## config.mk

```make
export PLATFORM = sky130hd
export DESIGN_NAME = world_clock
export DESIGN_NICKNAME = d
export VERILOG_FILES = /design/src/clock_pkg.sv /design/src/adjust_if.sv /design/src/clock_state_if.sv /design/src/button_decoder.sv /design/src/lcd_writer.sv /design/src/time_keeper.sv /design/src/world_clock.sv
export SDC_FILE = /design/constraint.sdc
export NUM_CORES = 1
export LEC_CHECK = 0
export ABC_AREA = 1
export BUFFER_PORTS_ARGS = -buffer_cell sky130_fd_sc_hd__buf_2
export CORE_ASPECT_RATIO = 2
export CORE_MARGIN = 2
export CORE_UTILIZATION = 42
export CTS_BUF_LIST = sky130_fd_sc_hd__clkbuf_4 sky130_fd_sc_hd__clkbuf_8
export CTS_CLUSTER_DIAMETER = 50
export CTS_CLUSTER_SIZE = 40
export DETAILED_ROUTE_END_ITERATION = 10
export PLACE_DENSITY = 0.65
export SLEW_MARGIN = 20
export SYNTH_ARGS = -nofsm -noshare
export SYNTH_HDL_FRONTEND = slang
export SYNTH_HIERARCHICAL = 1
export SYNTH_SLANG_ARGS = --single-unit
```

## constraint.sdc

```tcl
create_clock -name clock -period 7.15 [get_ports clock]
set_input_delay 0.3575 -clock clock [delete_from_list [all_inputs] [get_ports clock]]
set_output_delay 0.3575 -clock clock [all_outputs]
set_load 0.01 [all_outputs]
```

## src/clock_pkg.sv

```systemverilog
package clock_pkg;

    typedef logic [4:0] hour_t;    // 0 to 23
    typedef logic [5:0] min_sec_t; // 0 to 59

    // Order matches the country buttons
    typedef enum logic [1:0] {
        JPN,
        CHN,
        USA
    } country_e;

    localparam int MODE_WIDTH   = 7;
    localparam int BUTTON_WIDTH = 12;

    // Set wins over country select
    localparam int MODE_SET_BIT     = 6;
    localparam int MODE_COUNTRY_BIT = 5;

    localparam int BTN_HOUR_DOWN = 11;
    localparam int BTN_HOUR_UP   = 9;
    localparam int BTN_MIN_DOWN  = 8;
    localparam int BTN_MIN_UP    = 6;
    localparam int BTN_SEC_DOWN  = 5;
    localparam int BTN_SEC_UP    = 3;
    localparam int BTN_12_24     = 1;

    // Country select mode
    localparam int BTN_JPN = 11;
    localparam int BTN_CHN = 10;
    localparam int BTN_USA = 9;

    localparam logic [7:0] LCD_FUNCTION_SET = 8'h38; // 8-bit bus, 2 lines
    localparam logic [7:0] LCD_DISPLAY_ON   = 8'h0C;
    localparam logic [7:0] LCD_ENTRY_MODE   = 8'h06;
    localparam logic [7:0] LCD_HOME         = 8'h02;
    localparam logic [7:0] LCD_CLEAR        = 8'h01;
    localparam logic [7:0] LCD_ROW1         = 8'h80;
    localparam logic [7:0] LCD_ROW2         = 8'hC0;

    localparam logic [7:0] ASCII_ZERO  = 8'h30;
    localparam logic [7:0] ASCII_SPACE = 8'h20;
    localparam logic [7:0] ASCII_COLON = 8'h3A;

endpackage

```

## src/adjust_if.sv

```systemverilog
interface adjust_if;
    import clock_pkg::*;

    logic hour_up;
    logic hour_down;
    logic minute_up;
    logic minute_down;
    logic second_up;
    logic second_down;
    logic toggle_12h;
    logic country_valid;
    country_e country;
    logic run;            // Level, clock counts

    modport decoder (
        output hour_up, hour_down, minute_up, minute_down,
        output second_up, second_down, toggle_12h,
        output country_valid, country, run
    );

    modport keeper (
        input hour_up, hour_down, minute_up, minute_down,
        input second_up, second_down, toggle_12h,
        input country_valid, country, run
    );

endinterface

```

## src/clock_state_if.sv

```systemverilog
interface clock_state_if;
    import clock_pkg::*;

    hour_t hour;
    min_sec_t minute;
    min_sec_t second;
    country_e country;
    logic hour_12;      // 12-hour display

    modport keeper (
        output hour,
        output minute,
        output second,
        output country,
        output hour_12
    );

    modport display (
        input hour,
        input minute,
        input second,
        input country,
        input hour_12
    );

endinterface

```

## src/button_decoder.sv

```systemverilog
module button_decoder (
    input  logic clock,
    input  logic reset,
    input  logic [clock_pkg::MODE_WIDTH-1:0] mode,
    input  logic [clock_pkg::BUTTON_WIDTH-1:0] button,
    adjust_if.decoder adj
);
    import clock_pkg::*;

    logic [BUTTON_WIDTH-1:0] button_q;
    logic [BUTTON_WIDTH-1:0] rise_q;
    logic set_mode;
    logic country_mode;
    logic single;
    logic set_hit;
    logic country_hit;

    assign set_mode     = mode[MODE_SET_BIT];
    assign country_mode = !mode[MODE_SET_BIT] && mode[MODE_COUNTRY_BIT];

    // Several buttons at once count as nothing
    assign single      = $onehot(rise_q);
    assign set_hit     = set_mode && single;
    assign country_hit = country_mode && single;

    always_ff @(posedge clock or negedge reset) begin
        if (!reset) begin
            button_q <= '0;
            rise_q   <= '0;
        end else begin
            button_q <= button;
            rise_q   <= button & ~button_q; // One cycle per press
        end
    end

    always_ff @(posedge clock or negedge reset) begin
        if (!reset) begin
            adj.run           <= 1'b0;
            adj.hour_up       <= 1'b0;
            adj.hour_down     <= 1'b0;
            adj.minute_up     <= 1'b0;
            adj.minute_down   <= 1'b0;
            adj.second_up     <= 1'b0;
            adj.second_down   <= 1'b0;
            adj.toggle_12h    <= 1'b0;
            adj.country_valid <= 1'b0;
            adj.country       <= JPN;
        end else begin
            adj.run           <= !set_mode && !country_mode;
            adj.hour_up       <= set_hit && rise_q[BTN_HOUR_UP];
            adj.hour_down     <= set_hit && rise_q[BTN_HOUR_DOWN];
            adj.minute_up     <= set_hit && rise_q[BTN_MIN_UP];
            adj.minute_down   <= set_hit && rise_q[BTN_MIN_DOWN];
            adj.second_up     <= set_hit && rise_q[BTN_SEC_UP];
            adj.second_down   <= set_hit && rise_q[BTN_SEC_DOWN];
            adj.toggle_12h    <= set_hit && rise_q[BTN_12_24];
            adj.country_valid <= country_hit &&
                                 (rise_q[BTN_JPN] || rise_q[BTN_CHN] || rise_q[BTN_USA]);
            if (rise_q[BTN_CHN]) begin
                adj.country <= CHN;
            end else if (rise_q[BTN_USA]) begin
                adj.country <= USA;
            end else begin
                adj.country <= JPN;
            end
        end
    end

endmodule

```

## src/lcd_writer.sv

```systemverilog
module lcd_writer (
    input  logic clock,
    input  logic reset,
    input  logic run,
    clock_state_if.display state,
    output logic lcd_rs,
    output logic lcd_rw,
    output logic [7:0] lcd_data
);
    import clock_pkg::*;

    typedef enum logic [2:0] {
        INIT_WAIT,
        INIT_FUNCTION,
        INIT_DISPLAY,
        INIT_ENTRY,
        WRITE,
        IDLE,
        HOME,
        CLEAR
    } phase_e;

    localparam int ROW_CHARS = 15;
    localparam logic [6:0] INIT_WAIT_LAST = 7'd70;
    localparam logic [6:0] INIT_CMD_LAST  = 7'd30;
    localparam logic [6:0] WRITE_LAST     = 7'd40;
    localparam logic [6:0] REFRESH_LAST   = 7'd5;
    localparam logic [6:0] ROW2_SLOT      = 7'd16;
    localparam logic [6:0] LAST_CHAR_SLOT = 7'd31;
    localparam logic [9:0] IDLE_WORD      = 10'b11_0000_0000; // rs=rw=1, bus released

    phase_e phase;
    logic [6:0] count;
    hour_t prev_hour;
    min_sec_t prev_minute;
    min_sec_t prev_second;
    country_e prev_country;
    logic prev_hour_12;
    logic prev_run;
    logic changed;
    hour_t foreign_hour;
    logic [8*ROW_CHARS-1:0] row1;
    logic [8*ROW_CHARS-1:0] row2;
    logic [8*ROW_CHARS-1:0] row_shifted;
    logic [3:0] char_index;
    logic [7:0] row_char;

    function automatic logic [15:0] two_digits(logic [5:0] value);
        return {ASCII_ZERO + 8'(value / 6'd10), ASCII_ZERO + 8'(value % 6'd10)};
    endfunction

    // "NNN hh:mm:ss XM"
    function automatic logic [8*ROW_CHARS-1:0] format_row(
        logic [23:0] name,
        hour_t hour,
        min_sec_t minute,
        min_sec_t second,
        logic hour_12
    );
        hour_t shown;
        logic [15:0] suffix;
        shown  = hour;
        suffix = {ASCII_SPACE, ASCII_SPACE};
        if (hour_12) begin
            if (hour == 5'd0) begin
                shown = 5'd12;
            end else if (hour > 5'd12) begin
                shown = hour - 5'd12;
            end
            suffix = (hour < 5'd12) ? "AM" : "PM";
        end
        return {name, ASCII_SPACE, two_digits(6'(shown)), ASCII_COLON,
                two_digits(minute), ASCII_COLON, two_digits(second),
                ASCII_SPACE, suffix};
    endfunction

    function automatic logic [23:0] country_name(country_e country);
        case (country)
            CHN:     return "CHN";
            USA:     return "USA";
            default: return "JPN";
        endcase
    endfunction

    function automatic hour_t shift_hour(hour_t hour, country_e country);
        logic [5:0] offset;
        case (country)
            CHN:     offset = 6'd1;
            USA:     offset = 6'd14;
            default: offset = 6'd0;
        endcase
        return hour_t'((6'(hour) + 6'd24 - offset) % 6'd24);
    endfunction

    assign foreign_hour = shift_hour(state.hour, state.country);
    assign row1 = format_row("KOR", state.hour, state.minute, state.second, state.hour_12);
    assign row2 = format_row(country_name(state.country), foreign_hour,
                             state.minute, state.second, state.hour_12);

    // Character slots 1..15 and 17..31, slot 17 wraps to index 0
    assign char_index  = 4'(count - 7'd1);
    assign row_shifted = ((count > ROW2_SLOT) ? row2 : row1) << (8 * char_index);
    assign row_char    = row_shifted[8*ROW_CHARS-1 -: 8];

    assign changed = (state.hour != prev_hour) || (state.minute != prev_minute) ||
                     (state.second != prev_second) || (state.country != prev_country) ||
                     (state.hour_12 != prev_hour_12) || (run != prev_run);

    always_ff @(posedge clock or negedge reset) begin
        if (!reset) begin
            phase        <= INIT_WAIT;
            count        <= '0;
            prev_hour    <= '0;
            prev_minute  <= '0;
            prev_second  <= '0;
            prev_country <= JPN;
            prev_hour_12 <= 1'b0;
            prev_run     <= 1'b0;
        end else begin
            count        <= count + 7'd1;
            prev_hour    <= state.hour;
            prev_minute  <= state.minute;
            prev_second  <= state.second;
            prev_country <= state.country;
            prev_hour_12 <= state.hour_12;
            prev_run     <= run;
            case (phase)
                INIT_WAIT: begin
                    if (count == INIT_WAIT_LAST) begin
                        count <= '0;
                        phase <= INIT_FUNCTION;
                    end
                end
                INIT_FUNCTION, INIT_DISPLAY, INIT_ENTRY: begin
                    if (count == INIT_CMD_LAST) begin
                        count <= '0;
                        phase <= (phase == INIT_FUNCTION) ? INIT_DISPLAY :
                                 (phase == INIT_DISPLAY) ? INIT_ENTRY : WRITE;
                    end
                end
                WRITE: begin
                    if (count == WRITE_LAST) begin
                        count <= '0;
                        phase <= IDLE;
                    end
                end
                IDLE: begin
                    count <= '0;
                    if (changed) begin
                        phase <= HOME;
                    end
                end
                HOME, CLEAR: begin
                    if (count == REFRESH_LAST) begin
                        count <= '0;
                        phase <= (phase == HOME) ? CLEAR : WRITE;
                    end
                end
            endcase
        end
    end

    always_ff @(posedge clock or negedge reset) begin
        if (!reset) begin
            {lcd_rs, lcd_rw, lcd_data} <= {2'b00, ASCII_ZERO};
        end else begin
            case (phase)
                INIT_WAIT, IDLE: {lcd_rs, lcd_rw, lcd_data} <= IDLE_WORD;
                INIT_FUNCTION:   {lcd_rs, lcd_rw, lcd_data} <= {2'b00, LCD_FUNCTION_SET};
                INIT_DISPLAY:    {lcd_rs, lcd_rw, lcd_data} <= {2'b00, LCD_DISPLAY_ON};
                INIT_ENTRY:      {lcd_rs, lcd_rw, lcd_data} <= {2'b00, LCD_ENTRY_MODE};
                HOME:            {lcd_rs, lcd_rw, lcd_data} <= {2'b00, LCD_HOME};
                CLEAR:           {lcd_rs, lcd_rw, lcd_data} <= {2'b00, LCD_CLEAR};
                WRITE: begin
                    if (count == 7'd0) begin
                        {lcd_rs, lcd_rw, lcd_data} <= {2'b00, LCD_ROW1};
                    end else if (count == ROW2_SLOT) begin
                        {lcd_rs, lcd_rw, lcd_data} <= {2'b00, LCD_ROW2};
                    end else if (count <= LAST_CHAR_SLOT) begin
                        {lcd_rs, lcd_rw, lcd_data} <= {2'b10, row_char}; // Data write
                    end else begin
                        {lcd_rs, lcd_rw, lcd_data} <= IDLE_WORD;
                    end
                end
            endcase
        end
    end

endmodule

```

## src/time_keeper.sv

```systemverilog
module time_keeper #(
    parameter int TICKS_PER_SECOND = 1000
) (
    input  logic clock,
    input  logic reset,
    adjust_if.keeper adj,
    clock_state_if.keeper state
);
    import clock_pkg::*;

    localparam int TICK_WIDTH = $clog2(TICKS_PER_SECOND + 1);
    localparam logic [TICK_WIDTH-1:0] LAST_TICK = TICK_WIDTH'(TICKS_PER_SECOND - 1);

    logic [TICK_WIDTH-1:0] tick;
    hour_t hour;
    min_sec_t minute;
    min_sec_t second;
    country_e country;
    logic hour_12;

    function automatic hour_t step_hour(hour_t value, logic up);
        if (up) begin
            return (value == 5'd23) ? 5'd0 : value + 5'd1;
        end
        return (value == 5'd0) ? 5'd23 : value - 5'd1;
    endfunction

    function automatic min_sec_t step_min_sec(min_sec_t value, logic up);
        if (up) begin
            return (value == 6'd59) ? 6'd0 : value + 6'd1;
        end
        return (value == 6'd0) ? 6'd59 : value - 6'd1;
    endfunction

    always_ff @(posedge clock or negedge reset) begin
        if (!reset) begin
            tick    <= '0;
            hour    <= '0;
            minute  <= '0;
            second  <= '0;
            country <= JPN;
            hour_12 <= 1'b0;
        end else if (adj.run) begin
            if (tick == LAST_TICK) begin
                tick   <= '0;
                second <= step_min_sec(second, 1'b1);
                if (second == 6'd59) begin   // Carry into minute
                    minute <= step_min_sec(minute, 1'b1);
                    if (minute == 6'd59) begin
                        hour <= step_hour(hour, 1'b1);
                    end
                end
            end else begin
                tick <= tick + 1'b1;
            end
        end else begin
            // At most one pulse per cycle
            if (adj.hour_up || adj.hour_down) begin
                hour <= step_hour(hour, adj.hour_up);
            end
            if (adj.minute_up || adj.minute_down) begin
                minute <= step_min_sec(minute, adj.minute_up);
            end
            if (adj.second_up || adj.second_down) begin
                second <= step_min_sec(second, adj.second_up);
            end
            if (adj.toggle_12h) begin
                hour_12 <= !hour_12;
            end
            if (adj.country_valid) begin
                country <= adj.country;
            end
        end
    end

    assign state.hour    = hour;
    assign state.minute  = minute;
    assign state.second  = second;
    assign state.country = country;
    assign state.hour_12 = hour_12;

endmodule

```

## src/world_clock.sv

```systemverilog
module world_clock #(
    parameter int TICKS_PER_SECOND = 1000
) (
    input  logic clock,
    input  logic reset,
    input  logic [clock_pkg::MODE_WIDTH-1:0] mode,
    input  logic [clock_pkg::BUTTON_WIDTH-1:0] button,
    output logic lcd_e,
    output logic lcd_rs,
    output logic lcd_rw,
    output logic [7:0] lcd_data
);

    adjust_if adj ();
    clock_state_if clock_state ();

    // Enable strobes every cycle
    assign lcd_e = clock;

    button_decoder i_button_decoder (
        .clock  (clock),
        .reset  (reset),
        .mode   (mode),
        .button (button),
        .adj    (adj)
    );

    time_keeper #(
        .TICKS_PER_SECOND (TICKS_PER_SECOND)
    ) i_time_keeper (
        .clock (clock),
        .reset (reset),
        .adj   (adj),
        .state (clock_state)
    );

    lcd_writer i_lcd_writer (
        .clock    (clock),
        .reset    (reset),
        .run      (adj.run),
        .state    (clock_state),
        .lcd_rs   (lcd_rs),
        .lcd_rw   (lcd_rw),
        .lcd_data (lcd_data)
    );

endmodule

```

## After elaboration in Yosys (flattened, before gate mapping)

Cells that the tools add are included.

- Bits in registers: 106
- Logic and storage cells: 243

- $add $sub $neg: 32
- Divide/modulo/power cells: 9
- Magnitude comparators: 6
- Equal/unequal tests: 33
- Shift operators: 1
- Mux-type cells: 86
- Bitwise operators: 3
- Reductions and logical operators: 44

Operators with widths:

| cell | count |
|---|---|
| 120-bit by 7-bit left shift with 120-bit output | 1 |
| 117-bit two-way mux | 1 |
| 6-bit two-way mux | 17 |
| 5-bit two-way mux | 16 |
| 6-bit by 8-bit adder with 8-bit output, first input constant | 8 |
| 8-bit case mux with 7 select lines | 1 |
| 21-bit case mux with 2 select lines | 1 |
| 7-bit case mux with 5 select lines | 1 |
| 16-bit two-way mux | 2 |
| 7-bit two-way mux | 4 |
| 13-bit two-way mux | 2 |
| 8-bit two-way mux | 3 |
| 1-bit two-way mux | 23 |
| 3-bit two-way mux | 7 |
| 4-bit adder | 5 |
| 5-bit by 4-bit divider with 8-bit output, second input constant | 2 |
| 6-bit by 4-bit divider with 8-bit output, second input constant | 2 |
| 5-bit by 4-bit modulo with 8-bit output, second input constant | 2 |
| 6-bit by 4-bit modulo with 8-bit output, second input constant | 2 |
| 2-bit by 1-bit != test with 1-bit output, second input constant | 8 |
| 3-bit case mux with 5 select lines | 1 |
| 7-bit by 5-bit equality test with 1-bit output, second input constant | 2 |
| 1-bit by 1-bit adder with 2-bit output | 6 |
| 6-bit by 1-bit adder with 6-bit output, second input constant | 2 |
| 52 further kinds | 95 |

## Logic depth before layout (Yosys ltp)

Gate-level depths: netlist of the first run.

- Word-level depth: 16
- Mapped depth: 48
- Mapped depth without buffers: 48

## By module

Netlist of the first run, hierarchy kept.

Modules (own cells, without submodules):

| module | instances | cells an instance | area each (um^2) |
|---|---|---|---|
| lcd_writer | 1 | 597 | 4,179.0 |
| time_keeper | 1 | 319 | 2,183.3 |
| button_decoder | 1 | 112 | 1,325.0 |
| world_clock | 1 | 1 | 7.5 |

==> results of run 1 <==
what timing repair did:
action,4_1_cts,5_1_grt
hold endpoints to repair,52,0
hold buffers,13,0
setup buffers,0,0
state kept, by name, summed over array words and instances, names as in the netlist, 7 cells and up:
| signal | flops |
|---|---|
| i_button_decoder/button_q | 12 |
| i_button_decoder/rise_q | 12 |
| i_lcd_writer/count | 7 |
| i_lcd_writer/lcd_data | 8 |
| i_time_keeper/tick | 10 |
layer usage:
layer	up-vias	track usage, %
met2	139	36.9
met3	60	2.22
met5	-	0
met4	0	11.0
met1	3135	17.8
li1	3366	-
cell usage in the layout, fill, tap and decap left out, drive strengths merged, types with 5 or more instances in the layout:
master / netlist / layout
fa: 8 / 8
clkbuf: 7 / 12
xor2: 26 / 26
ha: 50 / 50
or2: 6 / 6
nor3: 12 / 12
dfrtp: 104 / 104
nor2: 121 / 121
nand2: 237 / 237
nand4: 21 / 21
buf: 7 / 27
a21oi: 48 / 48
nand3: 79 / 79
o211ai: 5 / 5
inv: 169 / 172
xnor2: 23 / 23
o21ai: 65 / 65
clkinv: 4 / 6
dlygate4sd3: 0 / 13
o22ai: 6 / 6
metrics by stage:
step / instances / instance area, µm² / util, % / setup slack, ns / hold WS [ns]
global placement: 1259 / 8040 / 44.3 / 1.10 / 0.355
CTS: 1291 / 8410 / 46.4 / 0.935 / 0.0272
global route: 1291 / 8410 / 46.4 / 0.269 / 0.0264
floorplan: 1030 / 7700 / - / 1.93 / 0.0619
finish: 1291 / 8410 / 46.4 / 0.932 / 0.0416
detailed placement: 1259 / 8040 / 44.3 / 0.941 / 0.361
worst reg2reg max path, delay by kind of cell (launching register included):
| kind | cells | cell delay, ns |
|---|---|---|
| buffers and inverters | 8 | 0.73 |
| AND/OR/NAND/NOR | 25 | 2.35 |
| AO/OA/AOI/OAI | 3 | 0.71 |
| adder cells (fa/ha/maj) | 7 | 1.82 |
| flip-flops | 1 | 0.45 |
area by class of cell:
type,count,share of cell area (%)
clock buffer,13,2.02
timing repair buffer,39,3.16
inverter,173,7.74
tap,216,3.22
sequential,106,31.6
clock inverter,7,0.878
multi-input combinational,737,51.4
cell families after synthesis:
family	share of synthesized area (%)
other	0.0487
adder cells (fa/ha/maj)	10.2
AO/OA/AOI/OAI	11.1
AND/OR/NAND/NOR	28.8
flip-flops	34.5
buffers and inverters	9.40
XOR/XNOR	5.67
multiplexers	0.293
worst min-delay path by stage:
stage                        from                               to  slack [ns]  depth (start not counted)
final                     mode[5]         i_button_decoder/adj.run        0.04                          2
after global routing      mode[5]         i_button_decoder/adj.run        0.03                          2
after floorplan             reset  i_button_decoder/adj.country[0]        0.06                          0
after detailed placement    reset         i_lcd_writer/lcd_data[3]        0.36                          1
after global placement      reset         i_lcd_writer/lcd_data[3]        0.36                          1
after CTS                 mode[5]         i_button_decoder/adj.run        0.03                          2
==> flow_summary_export.csv, run 1 <==
group,metric,value,unit
run_status,status,"finished, final reports clean",
drt,drt_iter0_markers,399,
finish,insertedDiodeCount,0,
synthesis,post-synth-top-area-fraction,33.8,%
timing,skew,0.00706,ns
worst_setup_path,critPathCaptureType,"flop",
run,timing.max_cap.violations,0,
place,dp_hpwl,13700,µm
worst_setup_path,cp_top_family,"simple AND/OR/NAND/NOR gates",
synthesis,synth_area_per_cell,7.48,µm²
worst_setup_path,worstPathRequired,7.47,ns
synthesis,syn_inst,1029,
floorplanning,die_width,99.7,µm
worst_setup_path,endpoint,"i_lcd_writer/lcd_data[0]",
timing,post-route-min-period,6.22,ns
synthesis,netlist_top_cells_count,"210 x sky130_fd_sc_hd__nand2_1, 162 x sky130_fd_sc_hd__inv_1, 114 x sky130_fd_sc_hd__nor2_1, 104 x sky130_fd_sc_hd__dfrtp_1, 69 x sky130_fd_sc_hd__nand3_1",
worst_setup_path,crit_path_max_fanout,6,
floorplanning,core.rowCount,70,
drt,routed-via-count,6700,
worst_setup_path,critical_path.startpoint,"i_time_keeper/state.country[0]",
finish,multiInputGateArea,4320,µm²
timing,max_slew_margin,33.5,%
worst_setup_path,cell_mode_on_critical_path,"sky130_fd_sc_hd__inv_1",
global_route,global_route.usage.total,18.8,%
worst_setup_path,cp_num_cells,43,
synthesis,synth_top_flop_cell,"sky130_fd_sc_hd__dfrtp_1",
synthesis,ys_ff_latch,106,
timing,worstMarginPinSlew,0.989,ns
timing,fmaxAchievable,161,MHz
timing,grt_setup_unrepaired,"no",
drt,detail_route.vias_per_cell,5.19,
timing,number_of_hold_slack_violations_in_the_final_timing_report,0,
synthesis,synth_cell_type_count,57,
worst_setup_path,critical_path.reg2reg.endpoint,"i_lcd_writer/lcd_data[0]",
drt,met3_routed_length,378,µm
cts,cts_resized,0,
synthesis,most_numerous_cell_in_the_yosys_netlist,"sky130_fd_sc_hd__nand2_1",
worst_setup_path,critical_path_class,"reg2reg",
finish,layout_area_growth_over_synthesis,9.24,%
timing,min_period_over_period,87.0,%
worst_setup_path,crit_path_start_kind,"flop",
floorplanning,dieArea,19500,µm²
drt,dr.max_layer_used,"met4",
cts,tritoncts_clock_tree,"done",
synthesis,syn_area,7690,µm²
timing,final_max_slew_viol_count,0,
floorplanning,die_height,195,µm
drt,remaining_drc_errors,0,
timing,setup_viol_count_final,0,
global_route,globalRoute.totalOverflow,0,
global_route,wire_length_of_the_first_global_routing_pass,29800,µm
place,buffer_ports.inserted,26,
floorplanning,io-pin-count,32,
hold_path,min_path_type,"in2reg",
worst_setup_path,worst_r2r_startpoint,"i_time_keeper/state.country[0]",
drt,final_antenna_net_count,0,
synthesis,synth_largest_area_cell,"sky130_fd_sc_hd__dfrtp_1",
global_route,antenna_violations_before_repair,0,
synthesis,ys_async_sr_fraction,100,%
floorplanning,floorplan_core_area,18100,µm²
drt,dr_wl_met2,9870,µm
global_route,largest_net_degree_at_the_start_of_global_routing,67,
floorplanning,initial_core_util,42.4,%
timing,final.setup.tns,0,ns
drt,postRouteWirelength,17700,µm
finish,number_of_filler_cells_placed_in_the_layout,1835,
synthesis,synth_warnings,6,
cts,insertion_delay,0.47,ns
worst_setup_path,worst_r2r_path_depth,43,
place,finalWeightedCongestion,0.924,
cts,clkSlewWorstSetupHoldPaths,0.10,ns
drt,tritonroute_pass_1_iters,5,
worst_setup_path,reg2reg_setup_slack,0.93,ns
finish,area.sequential,2660,µm²
drt,wl_met1,6460,µm
finish,num-nets-final,1149,
worst_setup_path,worst-path-buf-inv,8,
worst_setup_path,critical-path-slowest-cell,"sky130_fd_sc_hd__dfrtp_1",
synthesis,register_area_share_after_synthesis,34.5,%
synthesis,number_of_synthesized_flops_with_an_enable_pin,0,
global_route,grt_pass1_vias,6736,
finish,layout-drive-gt1-share,11.0,%
synthesis,synth.area.top_cells,"sky130_fd_sc_hd__dfrtp_1 34%, sky130_fd_sc_hd__nand2_1 10%, sky130_fd_sc_hd__ha_1 8.1%",
worst_setup_path,worst_path_largest_cell_delay,0.45,ns
worst_setup_path,cp_data_arrival_time,6.54,ns
drt,routed_wl_per_cell,13.7,µm
Power of run 1 is left out: the tool's default activity adds up to more than one toggle a clock period on the data nets, which glitch-free logic cannot reach.
==> run 2: changes to the inputs <==
Settings changed: CORE_MARGIN 2 to default, CTS_CLUSTER_SIZE 40 to 10, MAX_ROUTING_LAYER from default to met4.
==> flow_summary_export.csv, run 2 (synthesis results as in run 1) <==
group,metric,value,unit
drt,postRouteWirelength,17100,µm
finish,insertedDiodeCount,0,
floorplanning,io-pin-count,32,
run_status,status,"complete, but fails checks",
timing,worstMarginPinSlew,0.978,ns
cts,cts_resized,0,
worst_setup_path,worst_path_largest_cell_delay,0.47,ns
place,buffer_ports.inserted,26,
finish,layout-drive-gt1-share,11.0,%
timing,skew,0.0230,ns
worst_setup_path,cp_data_arrival_time,6.56,ns
drt,drt_iter0_markers,262,
global_route,antenna_violations_before_repair,0,
timing,final_max_slew_viol_count,0,
timing,number_of_hold_slack_violations_in_the_final_timing_report,0,
finish,fin_cells,1288,
floorplanning,floorplan_core_area,17900,µm²
global_route,busiest_layer,"met2",
worst_setup_path,crit_path_start_kind,"flop",
floorplanning,die_height,193,µm
floorplanning,die_width,97.7,µm
floorplanning,core.rowCount,69,
finish,reg_top3,"i_button_decoder/button_q: 12 flops, i_button_decoder/rise_q: 12 flops, i_time_keeper/tick: 10 flops",
timing,max_slew_margin,34.3,%
worst_setup_path,crit_path_max_fanout,6,
timing,fmaxAchievable,160,MHz
finish,number_of_filler_cells_placed_in_the_layout,1775,
worst_setup_path,worst-path-buf-inv,9,
drt,detail_route.vias_per_cell,5.13,
global_route,grt_pass1_vias,6711,
worst_setup_path,worstPathRequired,7.48,ns
run_status,violations,"design-rule violations",
worst_setup_path,critical-path-slowest-cell,"sky130_fd_sc_hd__dfrtp_1",
drt,routed_wl_per_cell,13.3,µm
global_route,global_route.usage.total,19.6,%
worst_setup_path,critical_path_class,"reg2reg",
hold_path,min_path_type,"in2reg",
global_route,gr-usage-met2,38.3,%
run,timing.max_cap.violations,0,
cts,insertion_delay,0.48,ns
timing,final.setup.tns,0,ns
global_route,largest_net_degree_at_the_start_of_global_routing,59,
finish,num-nets-final,1149,
drt,final_antenna_net_count,0,
finish,commonest_non_fill_non_tap_cells_in_the_layout,"210 x sky130_fd_sc_hd__nand2_1, 162 x sky130_fd_sc_hd__inv_1, 114 x sky130_fd_sc_hd__nor2_1, 104 x sky130_fd_sc_hd__dfrtp_1, 69 x sky130_fd_sc_hd__nand3_1",
place,dp_hpwl,13400,µm
cts,clkSlewWorstSetupHoldPaths,0.11,ns
finish,mostFrequentLayoutCell,"sky130_fd_sc_hd__nand2_1",
timing,min_period_over_period,87.2,%
worst_setup_path,cell_mode_on_critical_path,"sky130_fd_sc_hd__inv_1",
cts,post_cts.repair.setup_buffers,0,
worst_setup_path,reg2reg_setup_slack,0.92,ns
drt,tritonroute_pass_1_iters,7,
worst_setup_path,critPathCaptureType,"flop",
floorplanning,dieArea,18900,µm²
place,dp_slack,0.909,ns
cts,tritoncts_clock_tree,"done",
timing,grt_setup_unrepaired,"no",
place,dpl.cell_count,1256,
drt,remaining_drc_errors,2,
finish,layout_area_growth_over_synthesis,9.15,%
floorplanning,initial_core_util,43.1,%
cts,cts.hold.buffers_added,13,
global_route,globalRoute.totalOverflow,0,
global_route,wire_length_of_the_first_global_routing_pass,29100,µm
global_route,global_route.usage.met3,2.28,%
place,finalWeightedCongestion,0.918,
worst_setup_path,cp_top_family,"simple AND/OR/NAND/NOR gates",
timing,hold_ws,0.0407,ns
timing,setup_viol_count_final,0,
timing,post-route-min-period,6.23,ns
global_route,global_route.usage.met1,17.4,%
drt,routed-via-count,6602,
timing,layout_setup_ws,0.917,ns
run 2: layout make-up:
type                       count  area [µm²]  area share [%]
multi-input combinational    737        4320            51.4
clock inverter                 7        71.3           0.849
tap                          213         267            3.17
timing repair buffer          39         265            3.16
sequential                   106        2660            31.6
clock buffer                  13         170            2.03
inverter                     173         651            7.75
run 2: per-stage QoR:
stage / cell area (µm²) / util, %
2_1_floorplan: 7700 / -
3_3_place_gp: 8030 / 44.9
3_5_place_dp: 8030 / 44.9
4_1_cts: 8400 / 47.0
5_1_grt: 8400 / 47.0
6_report: 8400 / 47.0
run 2: metal layers:
layer | vias up | routed length [µm] | share of wire, %
li1 | 3366 | - | -
met1 | 3059 | 6260 | 37
met2 | 115 | 9590 | 56
met3 | 62 | 300 | 1.8
met4 | 0 | 943 | 5.5
met5 | - | 0 | 0
run 2: worst register-to-register path, delay by kind of cell, from the launching register on:
kind / cells / cell delay [ns]
AND/OR/NAND/NOR: 23 / 2.09
adder cells (fa/ha/maj): 7 / 1.81
AO/OA/AOI/OAI: 4 / 0.96
buffers and inverters: 9 / 0.79
flip-flops: 1 / 0.47
run 2: worst paths after layout:
| kind | cells after the start | to | startpoint |
|---|---|---|---|
| max | 43 | i_lcd_writer/lcd_data[0] | i_time_keeper/state.country[0] |
| min | 2 | i_button_decoder/adj.run | mode[5] |
| max reg2reg | 43 | i_lcd_writer/lcd_data[0] | i_time_keeper/state.country[0] |
| min reg2reg | 1 | i_button_decoder/rise_q[11] | i_button_decoder/button_q[11] |
| max in group asynchronous | 3 | i_lcd_writer/prev_hour[0] | reset |
| min in group asynchronous | 2 | i_time_keeper/state.second[0] | reset |
Power of run 2 is left out for the same reason.
